[src/hdl/pcs_block_pkg.sv]
package pcs_block_pkg;

	//////////////////////////////
	// Field sizes
	//////////////////////////////

	localparam int OCTET_W    = 8;
	localparam int NUM_OCTETS = 8;
	localparam int CC_W       = 7;
	localparam int NUM_CODES  = 8;
	localparam int SH_W       = 2;
	localparam int R_TYPE_W   = 3;

	// Control view, block type sits in the low byte
	typedef struct packed {
		logic [NUM_CODES-1:0][CC_W-1:0] body;
		logic [OCTET_W-1:0]             block_type;
	} ctrl_view_t;

	// Same 64 bits, octet 0 lowest in the data view
	typedef union packed {
		logic [NUM_OCTETS-1:0][OCTET_W-1:0] data_view;
		ctrl_view_t                         ctrl_view;
	} block_payload_u;

	typedef struct packed {
		logic [SH_W-1:0] sync_header;
		block_payload_u  payload;
	} coded_block_t;

	//////////////////////////////
	// Sync headers and block types
	//////////////////////////////

	localparam logic [SH_W-1:0] SH_DATA = 2'b01;
	localparam logic [SH_W-1:0] SH_CTRL = 2'b10;

	localparam logic [OCTET_W-1:0] BT_CTRL    = 8'h1E;
	localparam logic [OCTET_W-1:0] BT_START   = 8'h78;
	localparam logic [OCTET_W-1:0] BT_ORDERED = 8'h4B;
	localparam logic [OCTET_W-1:0] BT_T0      = 8'h87;
	localparam logic [OCTET_W-1:0] BT_T1      = 8'h99;
	localparam logic [OCTET_W-1:0] BT_T2      = 8'hAA;
	localparam logic [OCTET_W-1:0] BT_T3      = 8'hB4;
	localparam logic [OCTET_W-1:0] BT_T4      = 8'hCC;
	localparam logic [OCTET_W-1:0] BT_T5      = 8'hD2;
	localparam logic [OCTET_W-1:0] BT_T6      = 8'hE1;
	localparam logic [OCTET_W-1:0] BT_T7      = 8'hFF;

	// 7-bit control codes
	localparam logic [CC_W-1:0] CC_IDLE  = 7'h00;
	localparam logic [CC_W-1:0] CC_ERROR = 7'h1E;

	// Receive block classes
	localparam logic [R_TYPE_W-1:0] RT_C = 3'd0;
	localparam logic [R_TYPE_W-1:0] RT_S = 3'd1;
	localparam logic [R_TYPE_W-1:0] RT_D = 3'd2;
	localparam logic [R_TYPE_W-1:0] RT_T = 3'd3;
	localparam logic [R_TYPE_W-1:0] RT_E = 3'd4;

endpackage

[src/hdl/xgmii_pkg.sv]
package xgmii_pkg;

	//////////////////////////////
	// XGMII word layout
	//////////////////////////////

	localparam int XGMII_LANES = 8;
	localparam int LANE_W      = 8;

	// Lane 0 in the low byte, ctrl bit n for lane n
	typedef struct packed {
		logic [XGMII_LANES-1:0][LANE_W-1:0] data;
		logic [XGMII_LANES-1:0]             ctrl;
	} xgmii_word_t;

	//////////////////////////////
	// Control characters
	//////////////////////////////

	localparam logic [LANE_W-1:0] XC_IDLE  = 8'h07;
	localparam logic [LANE_W-1:0] XC_START = 8'hFB;
	localparam logic [LANE_W-1:0] XC_TERM  = 8'hFD;
	localparam logic [LANE_W-1:0] XC_ERROR = 8'hFE;
	localparam logic [LANE_W-1:0] XC_SEQ   = 8'h9C;

	// Whole-word patterns
	localparam xgmii_word_t XGMII_IDLE_WORD = '{
		data: {XGMII_LANES{XC_IDLE}},
		ctrl: {XGMII_LANES{1'b1}}
	};

	localparam xgmii_word_t XGMII_ERROR_WORD = '{
		data: {XGMII_LANES{XC_ERROR}},
		ctrl: {XGMII_LANES{1'b1}}
	};

endpackage

[src/hdl/block_type_decoder.sv]
`timescale 1ns/1ps

module block_type_decoder
	import pcs_block_pkg::*;
(
	input  logic                tb_clock,
	input  logic                tb_reset,
	input  logic                enable,
	input  coded_block_t        rx_coded,
	output coded_block_t        blk,
	output logic [R_TYPE_W-1:0] blk_type,
	output logic                blk_valid
);

	ctrl_view_t          ctrl_fields;
	logic                codes_legal;
	logic                codes_have_error;
	logic [R_TYPE_W-1:0] type_next;

	assign ctrl_fields = rx_coded.payload.ctrl_view;

	//////////////////////////////
	// Control code scan
	//////////////////////////////

	// Only idle and error codes may appear in a 0x1E block
	always_comb begin
		codes_legal      = 1'b1;
		codes_have_error = 1'b0;
		for (int i = 0; i < NUM_CODES; i++) begin
			if (ctrl_fields.body[i] != CC_IDLE && ctrl_fields.body[i] != CC_ERROR)
				codes_legal = 1'b0;
			if (ctrl_fields.body[i] == CC_ERROR)
				codes_have_error = 1'b1;
		end
	end

	//////////////////////////////
	// Classification
	//////////////////////////////

	always_comb begin
		type_next = RT_E;
		case (rx_coded.sync_header)
			SH_DATA: type_next = RT_D;
			SH_CTRL: begin
				case (ctrl_fields.block_type)
					BT_CTRL: begin
						// An error code anywhere turns the block into E
						if (codes_legal && !codes_have_error)
							type_next = RT_C;
						else
							type_next = RT_E;
					end
					BT_ORDERED: type_next = RT_C;
					BT_START:   type_next = RT_S;
					BT_T0, BT_T1, BT_T2, BT_T3,
					BT_T4, BT_T5, BT_T6, BT_T7: type_next = RT_T;
					// Lane-4 variants land here too
					default: type_next = RT_E;
				endcase
			end
			default: type_next = RT_E;
		endcase
	end

	//////////////////////////////
	// Capture on strobe
	//////////////////////////////

	always_ff @(posedge tb_clock or posedge tb_reset) begin
		if (tb_reset) begin
			blk_valid <= 1'b0;
			blk_type  <= RT_E;
		end else begin
			blk_valid <= enable;
			if (enable)
				blk_type <= type_next;
		end
	end

	always_ff @(posedge tb_clock) begin
		if (enable)
			blk <= rx_coded;
	end

endmodule

[src/hdl/rx_sequence_checker.sv]
`timescale 1ns/1ps

module rx_sequence_checker
	import pcs_block_pkg::*;
(
	input  logic                tb_clock,
	input  logic                tb_reset,
	input  logic [R_TYPE_W-1:0] blk_type,
	input  logic                blk_valid,
	output logic                seq_error
);

	typedef enum logic [1:0] {
		st_init_c,
		st_data,
		st_error
	} rx_state_e;

	rx_state_e state;
	rx_state_e state_next;
	logic      legal;

	//////////////////////////////
	// Next state
	//////////////////////////////

	always_comb begin
		state_next = state;
		legal      = 1'b1;
		case (state)
			// Between frames, also entered after a terminate
			st_init_c: begin
				case (blk_type)
					RT_C: state_next = st_init_c;
					RT_S: state_next = st_data;
					default: legal = 1'b0;
				endcase
			end

			// Inside a frame
			st_data: begin
				case (blk_type)
					RT_D: state_next = st_data;
					RT_T: state_next = st_init_c;
					default: legal = 1'b0;
				endcase
			end

			// Any valid type pulls the machine back out
			st_error: begin
				case (blk_type)
					RT_C: state_next = st_init_c;
					RT_T: state_next = st_init_c;
					RT_S: state_next = st_data;
					RT_D: state_next = st_data;
					default: state_next = st_error;
				endcase
			end

			default: legal = 1'b0;
		endcase

		if (!legal)
			state_next = st_error;
	end

	// Same cycle as blk_valid, so the mapper sees it with the block
	assign seq_error = blk_valid && !legal;

	//////////////////////////////
	// State register
	//////////////////////////////

	always_ff @(posedge tb_clock or posedge tb_reset) begin
		if (tb_reset) begin
			state <= st_init_c;
		end else begin
			if (blk_valid)
				state <= state_next;
		end
	end

endmodule

[src/hdl/block_to_xgmii.sv]
`timescale 1ns/1ps

module block_to_xgmii
	import pcs_block_pkg::*;
	import xgmii_pkg::*;
(
	input  logic                tb_clock,
	input  logic                tb_reset,
	input  coded_block_t        blk,
	input  logic [R_TYPE_W-1:0] blk_type,
	input  logic                blk_valid,
	input  logic                seq_error,
	output xgmii_word_t         rx_word,
	output logic [R_TYPE_W-1:0] rx_type,
	output logic                rx_valid
);

	logic [OCTET_W-1:0]                 block_type;
	logic [2:0]                         term_pos;
	logic [NUM_OCTETS-1:0][OCTET_W-1:0] term_data;
	xgmii_word_t                        word_next;

	assign block_type = blk.payload.ctrl_view.block_type;

	// Octets 1..k move down to lanes 0..k-1
	assign term_data = blk.payload.data_view >> OCTET_W;

	//////////////////////////////
	// Terminate position
	//////////////////////////////

	always_comb begin
		case (block_type)
			BT_T0: term_pos = 3'd0;
			BT_T1: term_pos = 3'd1;
			BT_T2: term_pos = 3'd2;
			BT_T3: term_pos = 3'd3;
			BT_T4: term_pos = 3'd4;
			BT_T5: term_pos = 3'd5;
			BT_T6: term_pos = 3'd6;
			default: term_pos = 3'd7;
		endcase
	end

	//////////////////////////////
	// Lane mapping
	//////////////////////////////

	always_comb begin
		word_next = XGMII_ERROR_WORD;
		case (blk_type)
			RT_D: begin
				word_next.data = blk.payload.data_view;
				word_next.ctrl = '0;
			end

			RT_C: begin
				if (block_type == BT_ORDERED) begin
					word_next.data[0] = XC_SEQ;
					for (int i = 1; i < 4; i++)
						word_next.data[i] = blk.payload.data_view[i];
					for (int i = 4; i < XGMII_LANES; i++)
						word_next.data[i] = XC_IDLE;
					word_next.ctrl = 8'hF1;
				end else begin
					word_next = XGMII_IDLE_WORD;
				end
			end

			RT_S: begin
				word_next.data[0] = XC_START;
				for (int i = 1; i < XGMII_LANES; i++)
					word_next.data[i] = blk.payload.data_view[i];
				word_next.ctrl = 8'h01;
			end

			RT_T: begin
				for (int i = 0; i < XGMII_LANES; i++) begin
					if (i < term_pos) begin
						word_next.data[i] = term_data[i];
						word_next.ctrl[i] = 1'b0;
					end else if (i == term_pos) begin
						word_next.data[i] = XC_TERM;
						word_next.ctrl[i] = 1'b1;
					end else begin
						word_next.data[i] = XC_IDLE;
						word_next.ctrl[i] = 1'b1;
					end
				end
			end

			default: word_next = XGMII_ERROR_WORD;
		endcase

		// Sequence violation overrides whatever the block held
		if (seq_error)
			word_next = XGMII_ERROR_WORD;
	end

	//////////////////////////////
	// Output register
	//////////////////////////////

	always_ff @(posedge tb_clock or posedge tb_reset) begin
		if (tb_reset) begin
			rx_valid <= 1'b0;
			rx_word  <= XGMII_ERROR_WORD;
			rx_type  <= RT_E;
		end else begin
			rx_valid <= blk_valid;
			if (blk_valid) begin
				rx_word <= word_next;
				rx_type <= blk_type;
			end
		end
	end

endmodule

[src/hdl/pcs_rx_decode.sv]
`timescale 1ns/1ps

module pcs_rx_decode
	import pcs_block_pkg::*;
	import xgmii_pkg::*;
(
	input  logic                tb_clock,
	input  logic                tb_reset,
	input  logic                enable,
	input  coded_block_t        rx_coded,
	output xgmii_word_t         rx_word,
	output logic [R_TYPE_W-1:0] rx_type,
	output logic                rx_valid
);

	coded_block_t        blk;
	logic [R_TYPE_W-1:0] blk_type;
	logic                blk_valid;
	logic                seq_error;

	// Stage 1, capture and classify
	block_type_decoder u_block_type_decoder (
		.tb_clock  (tb_clock),
		.tb_reset  (tb_reset),
		.enable    (enable),
		.rx_coded  (rx_coded),
		.blk       (blk),
		.blk_type  (blk_type),
		.blk_valid (blk_valid)
	);

	rx_sequence_checker u_rx_sequence_checker (
		.tb_clock  (tb_clock),
		.tb_reset  (tb_reset),
		.blk_type  (blk_type),
		.blk_valid (blk_valid),
		.seq_error (seq_error)
	);

	// Stage 2, lane mapping
	block_to_xgmii u_block_to_xgmii (
		.tb_clock  (tb_clock),
		.tb_reset  (tb_reset),
		.blk       (blk),
		.blk_type  (blk_type),
		.blk_valid (blk_valid),
		.seq_error (seq_error),
		.rx_word   (rx_word),
		.rx_type   (rx_type),
		.rx_valid  (rx_valid)
	);

endmodule

[config.mk]
export PLATFORM = sky130hd
export DESIGN_NAME = pcs_rx_decode
export DESIGN_NICKNAME = d
export VERILOG_FILES = /design/src/hdl/pcs_block_pkg.sv /design/src/hdl/xgmii_pkg.sv /design/src/hdl/block_type_decoder.sv /design/src/hdl/rx_sequence_checker.sv /design/src/hdl/block_to_xgmii.sv /design/src/hdl/pcs_rx_decode.sv
export SDC_FILE = /design/constraint.sdc
export NUM_CORES = 1
export LEC_CHECK = 0
export ABC_AREA = 1
export BUFFER_PORTS_ARGS = -buffer_cell sky130_fd_sc_hd__buf_2
export CORE_MARGIN = 1
export CORE_UTILIZATION = 44
export CTS_BUF_LIST = sky130_fd_sc_hd__clkbuf_8
export DETAILED_ROUTE_END_ITERATION = 10
export GPL_TIMING_DRIVEN = 1
export PLACE_DENSITY = 0.74
export SETUP_SLACK_MARGIN = 0.05
export SLEW_MARGIN = 20
export SYNTH_ARGS = -nofsm -noshare
export SYNTH_HDL_FRONTEND = slang
export SYNTH_SLANG_ARGS = --single-unit
[constraint.sdc]
create_clock -name tb_clock -period 3.6 [get_ports tb_clock]
set_clock_uncertainty 0.1 [all_clocks]
set_input_delay 1.08 -clock tb_clock [delete_from_list [all_inputs] [get_ports tb_clock]]
set_output_delay 1.08 -clock tb_clock [all_outputs]
set_load 0.005 [all_outputs]
# Yosys cells after proc, flatten, opt, wreduce, memory -nomap -nowiden
# Cells that the tools add are included.
# Widths: inputs -> output; s select.
# op_classes
magnitude_cmp	7
n_eq_ne	52
mux	53
n_reduce_logical	29
# op_table
cell	n
$pmux 72 s4	1
$eq 8x8->1 const B	15
$mux 8	15
$mux 72	1
$eq 7x5->1 const B	8
$ne 7x5->1 const B	8
$reduce_bool 7->1	8
$mux 40	1
$mux 1	25
$eq 8x7->1 const B	3
$pmux 3 s7	1
$eq 3x3->1 const A	4
$pmux 2 s2	3
$pmux 3 s4	1
$logic_and 1x1->1	10
$lt 3x3->1 const A	3
$eq 8x5->1 const B	1
$ne 4x2->1 const B	2
$reduce_or 2->1	4
$reduce_or 8->1	1
$eq 2x3->1 const A	2
$eq 3x2->1 const B	2
$logic_not 3->1	2
$lt 1x3->1 const A	2
other kinds (14)	18
# totals
ff_bits	146
inputBits	69
out_inout_bits	76
word_cells	156

# Depth between registers and ports, before layout
# depth
depth_word	14
ltp_mapped	13
depth_no_buf	13

# Hierarchy
# Synthesis repeated with hierarchy kept, for this count alone.
# unflattened
cells_unflattened	857
hier_area_um2	7407.1
# modules_own_cells
mod	instances	cells_per_inst	area_per_inst_um2	seq_area_each_um2
block_to_xgmii	1	563	4246.6	1983.2
block_type_decoder	1	250	2870.3	2083.2
rx_sequence_checker	1	44	290.3	50.0

# Worst setup path before layout
# No wires, ideal clock.
# synth_path
kind	input to register
startpoint	in rx_coded[55] (netlist name)
endpoint	reg u_block_type_decoder.blk_type[2]
setup_ps	81
arrival_time_ps	1970
t_required_ps	3419
slack_ps	1449
cell_stages	9
n_path_buf	0
cell_sequence	or2_2 > nor3_1 > nand3_1 > nor2_1 > nand2_1 > nand2_1 > nand2_1 > o21ai_0 > nand2_1
# synth_between
elab_chain_len	8
elab_cells_between_ends	13
cone_classes	eq/ne (2); mux (7); reduce/logical (4)
# synth_rtl
item	line	text
from (decl)	pcs_rx_decode.sv:10	input coded_block_t rx_coded,
$ne 7x5->1, or another cell as far along	block_type_decoder.sv:31	if (ctrl_fields.body[i] != CC_IDLE && ctrl_fields.body[i] != CC_ERROR)
$logic_and 1x1->1 / $mux 1 (equally long branches)	block_type_decoder.sv:31, block_type_decoder.sv:33	
$mux 1 (on tied branches)	block_type_decoder.sv:31, block_type_decoder.sv:33	
$mux 1 / $logic_not 1->1 (equally long branches)	block_type_decoder.sv:31, block_type_decoder.sv:50	
$logic_and 1x1->1 (*)	block_type_decoder.sv:50	if (codes_legal && !codes_have_error)
$mux 3 (*)	block_type_decoder.sv:50	
$pmux 3 s4 (*)	block_type_decoder.sv:47	case (ctrl_fields.block_type)
$pmux 3 s2 (*)	block_type_decoder.sv:44	case (rx_coded.sync_header)
to (signal assigned)	block_type_decoder.sv:78	blk_type <= type_next;
to (decl)	block_type_decoder.sv:11	output logic [R_TYPE_W-1:0] blk_type,
# Every way passes the cells marked *; elsewhere a longest branch is shown, timed or not.
# A chain may end at the register's enable or synchronous reset.

# Worst setup path after layout
# layout_path
startpoint	reg u_block_type_decoder.blk_type[2]
endpoint	reg, netlist name u_block_to_xgmii.rx_word[22]
# layout_between
elab_chain_len	7
elab_cells_between_ends	13
cone_classes	eq/ne (3); mux (5); reduce/logical (5)
# layout_rtl
item	line	text
$eq 3x2->1, or another cell as far along	rx_sequence_checker.sv:42, block_to_xgmii.sv:51	
$reduce_or 2->1 (no line)	-	
$mux 1 (on tied branches)	rx_sequence_checker.sv:42, rx_sequence_checker.sv:33	
$pmux 1 s3	rx_sequence_checker.sv:30	case (state)
$logic_not 1->1	rx_sequence_checker.sv:68	assign seq_error = blk_valid && !legal;
$logic_and 1x1->1	rx_sequence_checker.sv:68	
$mux 72 (*)	block_to_xgmii.sv:96	if (seq_error)
# Marked as above.

==> results.json <==
{
  "worstSetupPathType": "reg -> reg",
  "finalNetCount": 957,
  "fin_tns_setup_ns": 0,
  "grt_pass1_vias": 5517,
  "cts.path.max_buffers": 2,
  "synth-xor-area-share": 0,
  "netlist_area_sq_um": 6850,
  "worstMarginPinSlew_ns": 0.881,
  "numCtsBuffers": 17,
  "syn-mean-instance-area_sq_um": 9.37,
  "vdd_drop_max_v": 0.000389,
  "clkTransAtPathRegs_ns": 0.09,
  "slew_violations": 0,
  "cts_tree": "built",
  "fin_crit_sh": 0.702,
  "rsz0062_at_grt": "no",
  "area_growth_syn_to_layout_pct": 19.8,
  "drt_iter0_drc": 437,
  "ys_types": 38,
  "grt_usage": 0.244,
  "ys_seq_area_frac": 0.592,
  "synth_compound_area_frac": 0.124,
  "p_per_area_nw_per_um2": 562,
  "fin_util": 0.539,
  "hold_viol": 0,
  "cts.sinks": 146,
  "grt_pass1_wl_microns": 29700,
  "die-area_sq_um": 16100,
  "synth_warnings": 0,
  "crit_top_cell": "inv_1",
  "boundaryPins": 145,
  "drc": 0,
  "grt_max_degree": 72,
  "yosys_most_used_dff": "dfstp_2",
  "wirelength_microns": 18800,
  "post-route-cell-area_sq_um": 8200,
  "antenna_left": 0,
  "globalplace.congestion": 0.861,
  "critPathMaxFanout": 17,
  "postCtsSetupBuffers": 0,
  "hold_path_class": "reg -> reg",
  "cts_hold_buf": 0,
  "grt_overflow_total": 0,
  "start_util": 0.450,
  "cts_max_level": 4,
  "synth-simple-area-share": 0.213,
  "cap_violations": 0,
  "row_count": 45,
  "worstPathArrival_ns": 2.82,
  "syn-instance-count": 731,
  "clk_latency_ns": 0.46,
  "wire_per_inst_microns": 17.4,
  "synth_top_family_by_area": "simple AND/OR/NAND/NOR gates",
  "n_antenna_cell": 0,
  "drive_above_1_share": 0.328,
  "timing.fmax_ghz": 0.396,
  "setup_violations": 0,
  "yosys_register_bits": 146,
  "max_stage_delay_ns": 0.47,
  "drt-pass1-iter-count": 7,
  "critical-path-top-delay-family": "simple AND/OR/NAND/NOR gates",
  "cp_slowest_cell": "nand2_1",
  "cts_root_buffer": "clkbuf_8",
  "synth.area.mux_share": 0,
  "core_area_sq_um": 15200,
  "placed_area_sq_um": 7770,
  "outcome": "completed",
  "antenna_found_initial": 0,
  "dp_hpwl_microns": 13800,
  "synth-adder-area-share": 0.0110,
  "cp.required_ns": 3.89,
  "end_kind": "flop",
  "setup.worst_path.start_class": "flop",
  "p_leak_nw": 3.56,
  "die-width_microns": 127,
  "min_period_ns": 2.53,
  "max_slew_margin": 0.412,
  "crit_buf_inv": 3,
  "hold_slack_ns": 0.374,
  "cp_cell_sequence": "nor2_1 > inv_1 > nor2_2 > inv_1 > nand2_1 > inv_1 > nand2_2 > a21oi_1 > a21oi_1",
  "synth-async-reset-ratio": 0.562,
  "cts-resized-gates": 0,
  "dr_total_vias": 5835,
  "synth-edff-count": 64,
  "viasPerCell": 5.39,
  "die_y_microns": 127,
  "synth_nets": 806,
  "portBuffers": 144
}
-- final timing paths --
path | startpoint | to | slack [ns] | cells past startpoint
setup reg to reg | u_block_type_decoder.blk_type[2]$_DFFE_PP1P_ | u_block_to_xgmii.rx_word[22]$_DFFE_PP1P_ | 1.07 | 9
setup / recovery | u_block_type_decoder.blk_type[2]$_DFFE_PP1P_ | u_block_to_xgmii.rx_word[22]$_DFFE_PP1P_ | 1.07 | 9
hold reg to reg | u_block_to_xgmii.rx_word[3]$_DFFE_PP1P_ | u_block_to_xgmii.rx_word[3]$_DFFE_PP1P_ | 0.37 | 2
min in group asynchronous | tb_reset | u_block_to_xgmii.rx_valid$_DFF_PP0_ | 0.55 | 2
max in group asynchronous | tb_reset | u_block_to_xgmii.rx_word[20]$_DFFE_PP1P_ | 2.08 | 3
hold / removal | u_block_to_xgmii.rx_word[3]$_DFFE_PP1P_ | u_block_to_xgmii.rx_word[3]$_DFFE_PP1P_ | 0.37 | 2
-- cell type report --
cell class,instances,area [sq um]
inverter,74,279
sequential,146,4060
tap,188,235
timing repair buffer,155,816
clock buffer,17,234
fill,1416,7000
clock inverter,15,190
multi-input combinational,488,2390
-- synth_stat cells, drive strengths merged, types with 9 or more instances --
cell type / instances / share of area
a21oi: 81 / 0.059
a31oi: 9 / 0.0082
buf: 11 / 0.012
clkbuf: 12 / 0.0066
dfrtp: 16 / 0.058
dfstp: 66 / 0.25
edfxtp: 64 / 0.28
inv: 74 / 0.041
nand2: 143 / 0.084
nand3: 27 / 0.020
nand4: 16 / 0.015
nor2: 126 / 0.079
o21ai: 37 / 0.027
-- power breakdown --
part	switching [mW]	total (mW)	leakage (nW)	internal, mW
clock network	0.648	1.40	0.213	0.749
registers	0.182	2.34	1.53	2.16
logic	0.518	0.873	1.81	0.355
-- registers in the layout (all words and copies together) (netlist names) --
register                        count
u_block_to_xgmii.rx_type            3
u_block_to_xgmii.rx_valid           1
u_block_to_xgmii.rx_word           72
u_block_type_decoder.blk           64
u_block_type_decoder.blk_type       3
u_block_type_decoder.blk_valid      1
u_rx_sequence_checker.state         2
-- per-stage QoR --
stage / power [mW] / setup slack [ns] / instances
global route: 4.83 / 0.856 / 1083
CTS: 4.63 / 1.09 / 1083
floorplan: 2.79 / 0.421 / 731
global placement: 3.21 / 1.05 / 1051
finish: 4.61 / 1.07 / 1083
detailed placement: 3.24 / 1.01 / 1051
-- layout by cell type (no fill, tap or decap), types with 4 or more instances in the layout --
master     instances
buf_2            144
nand4_1           16
o21ai_0           27
bufinv_16          4
or2_2              4
a31oi_1            9
a22oi_1            6
inv_1             64
o21ai_1           10
buf_4             10
o211ai_1           5
nor2_4             7
o22ai_1            5
nand2_1          133
dfstp_2           66
nand2_2            7
ha_1               6
a21oi_1           81
clkbuf_8          17
edfxtp_1          64
dfrtp_1           15
nor4_1             7
clkinv_2           5
inv_2             10
nor2_1           112
nor2_2             7
nand3_1           26
-- kinds of logic (layout without fill, tap and decap cells) --
kind of cell	count (synthesis)	after routing
AO/OA/AOI/OAI	154	154
adder cells (fa/ha/maj)	6	6
flip-flops	146	146
buffers and inverters	97	261
AND/OR/NAND/NOR	328	328
-- tightest hold or removal path: cells and delay by family (launching register included) --
family	cells	cell delay, ns
flops	1	0.37
simple gates	2	0.11
-- metal layers --
metal	share of wire	wire, microns	GRT usage	vias to the layer above
li1	-	-	-	2768
met1	0.45	8440	0.337	2793
met2	0.47	8790	0.382	246
met3	0.065	1230	0.0553	28
met4	0.020	373	0.0819	0
met5	0	0	0	-
(Power assumes the default switching activity.)
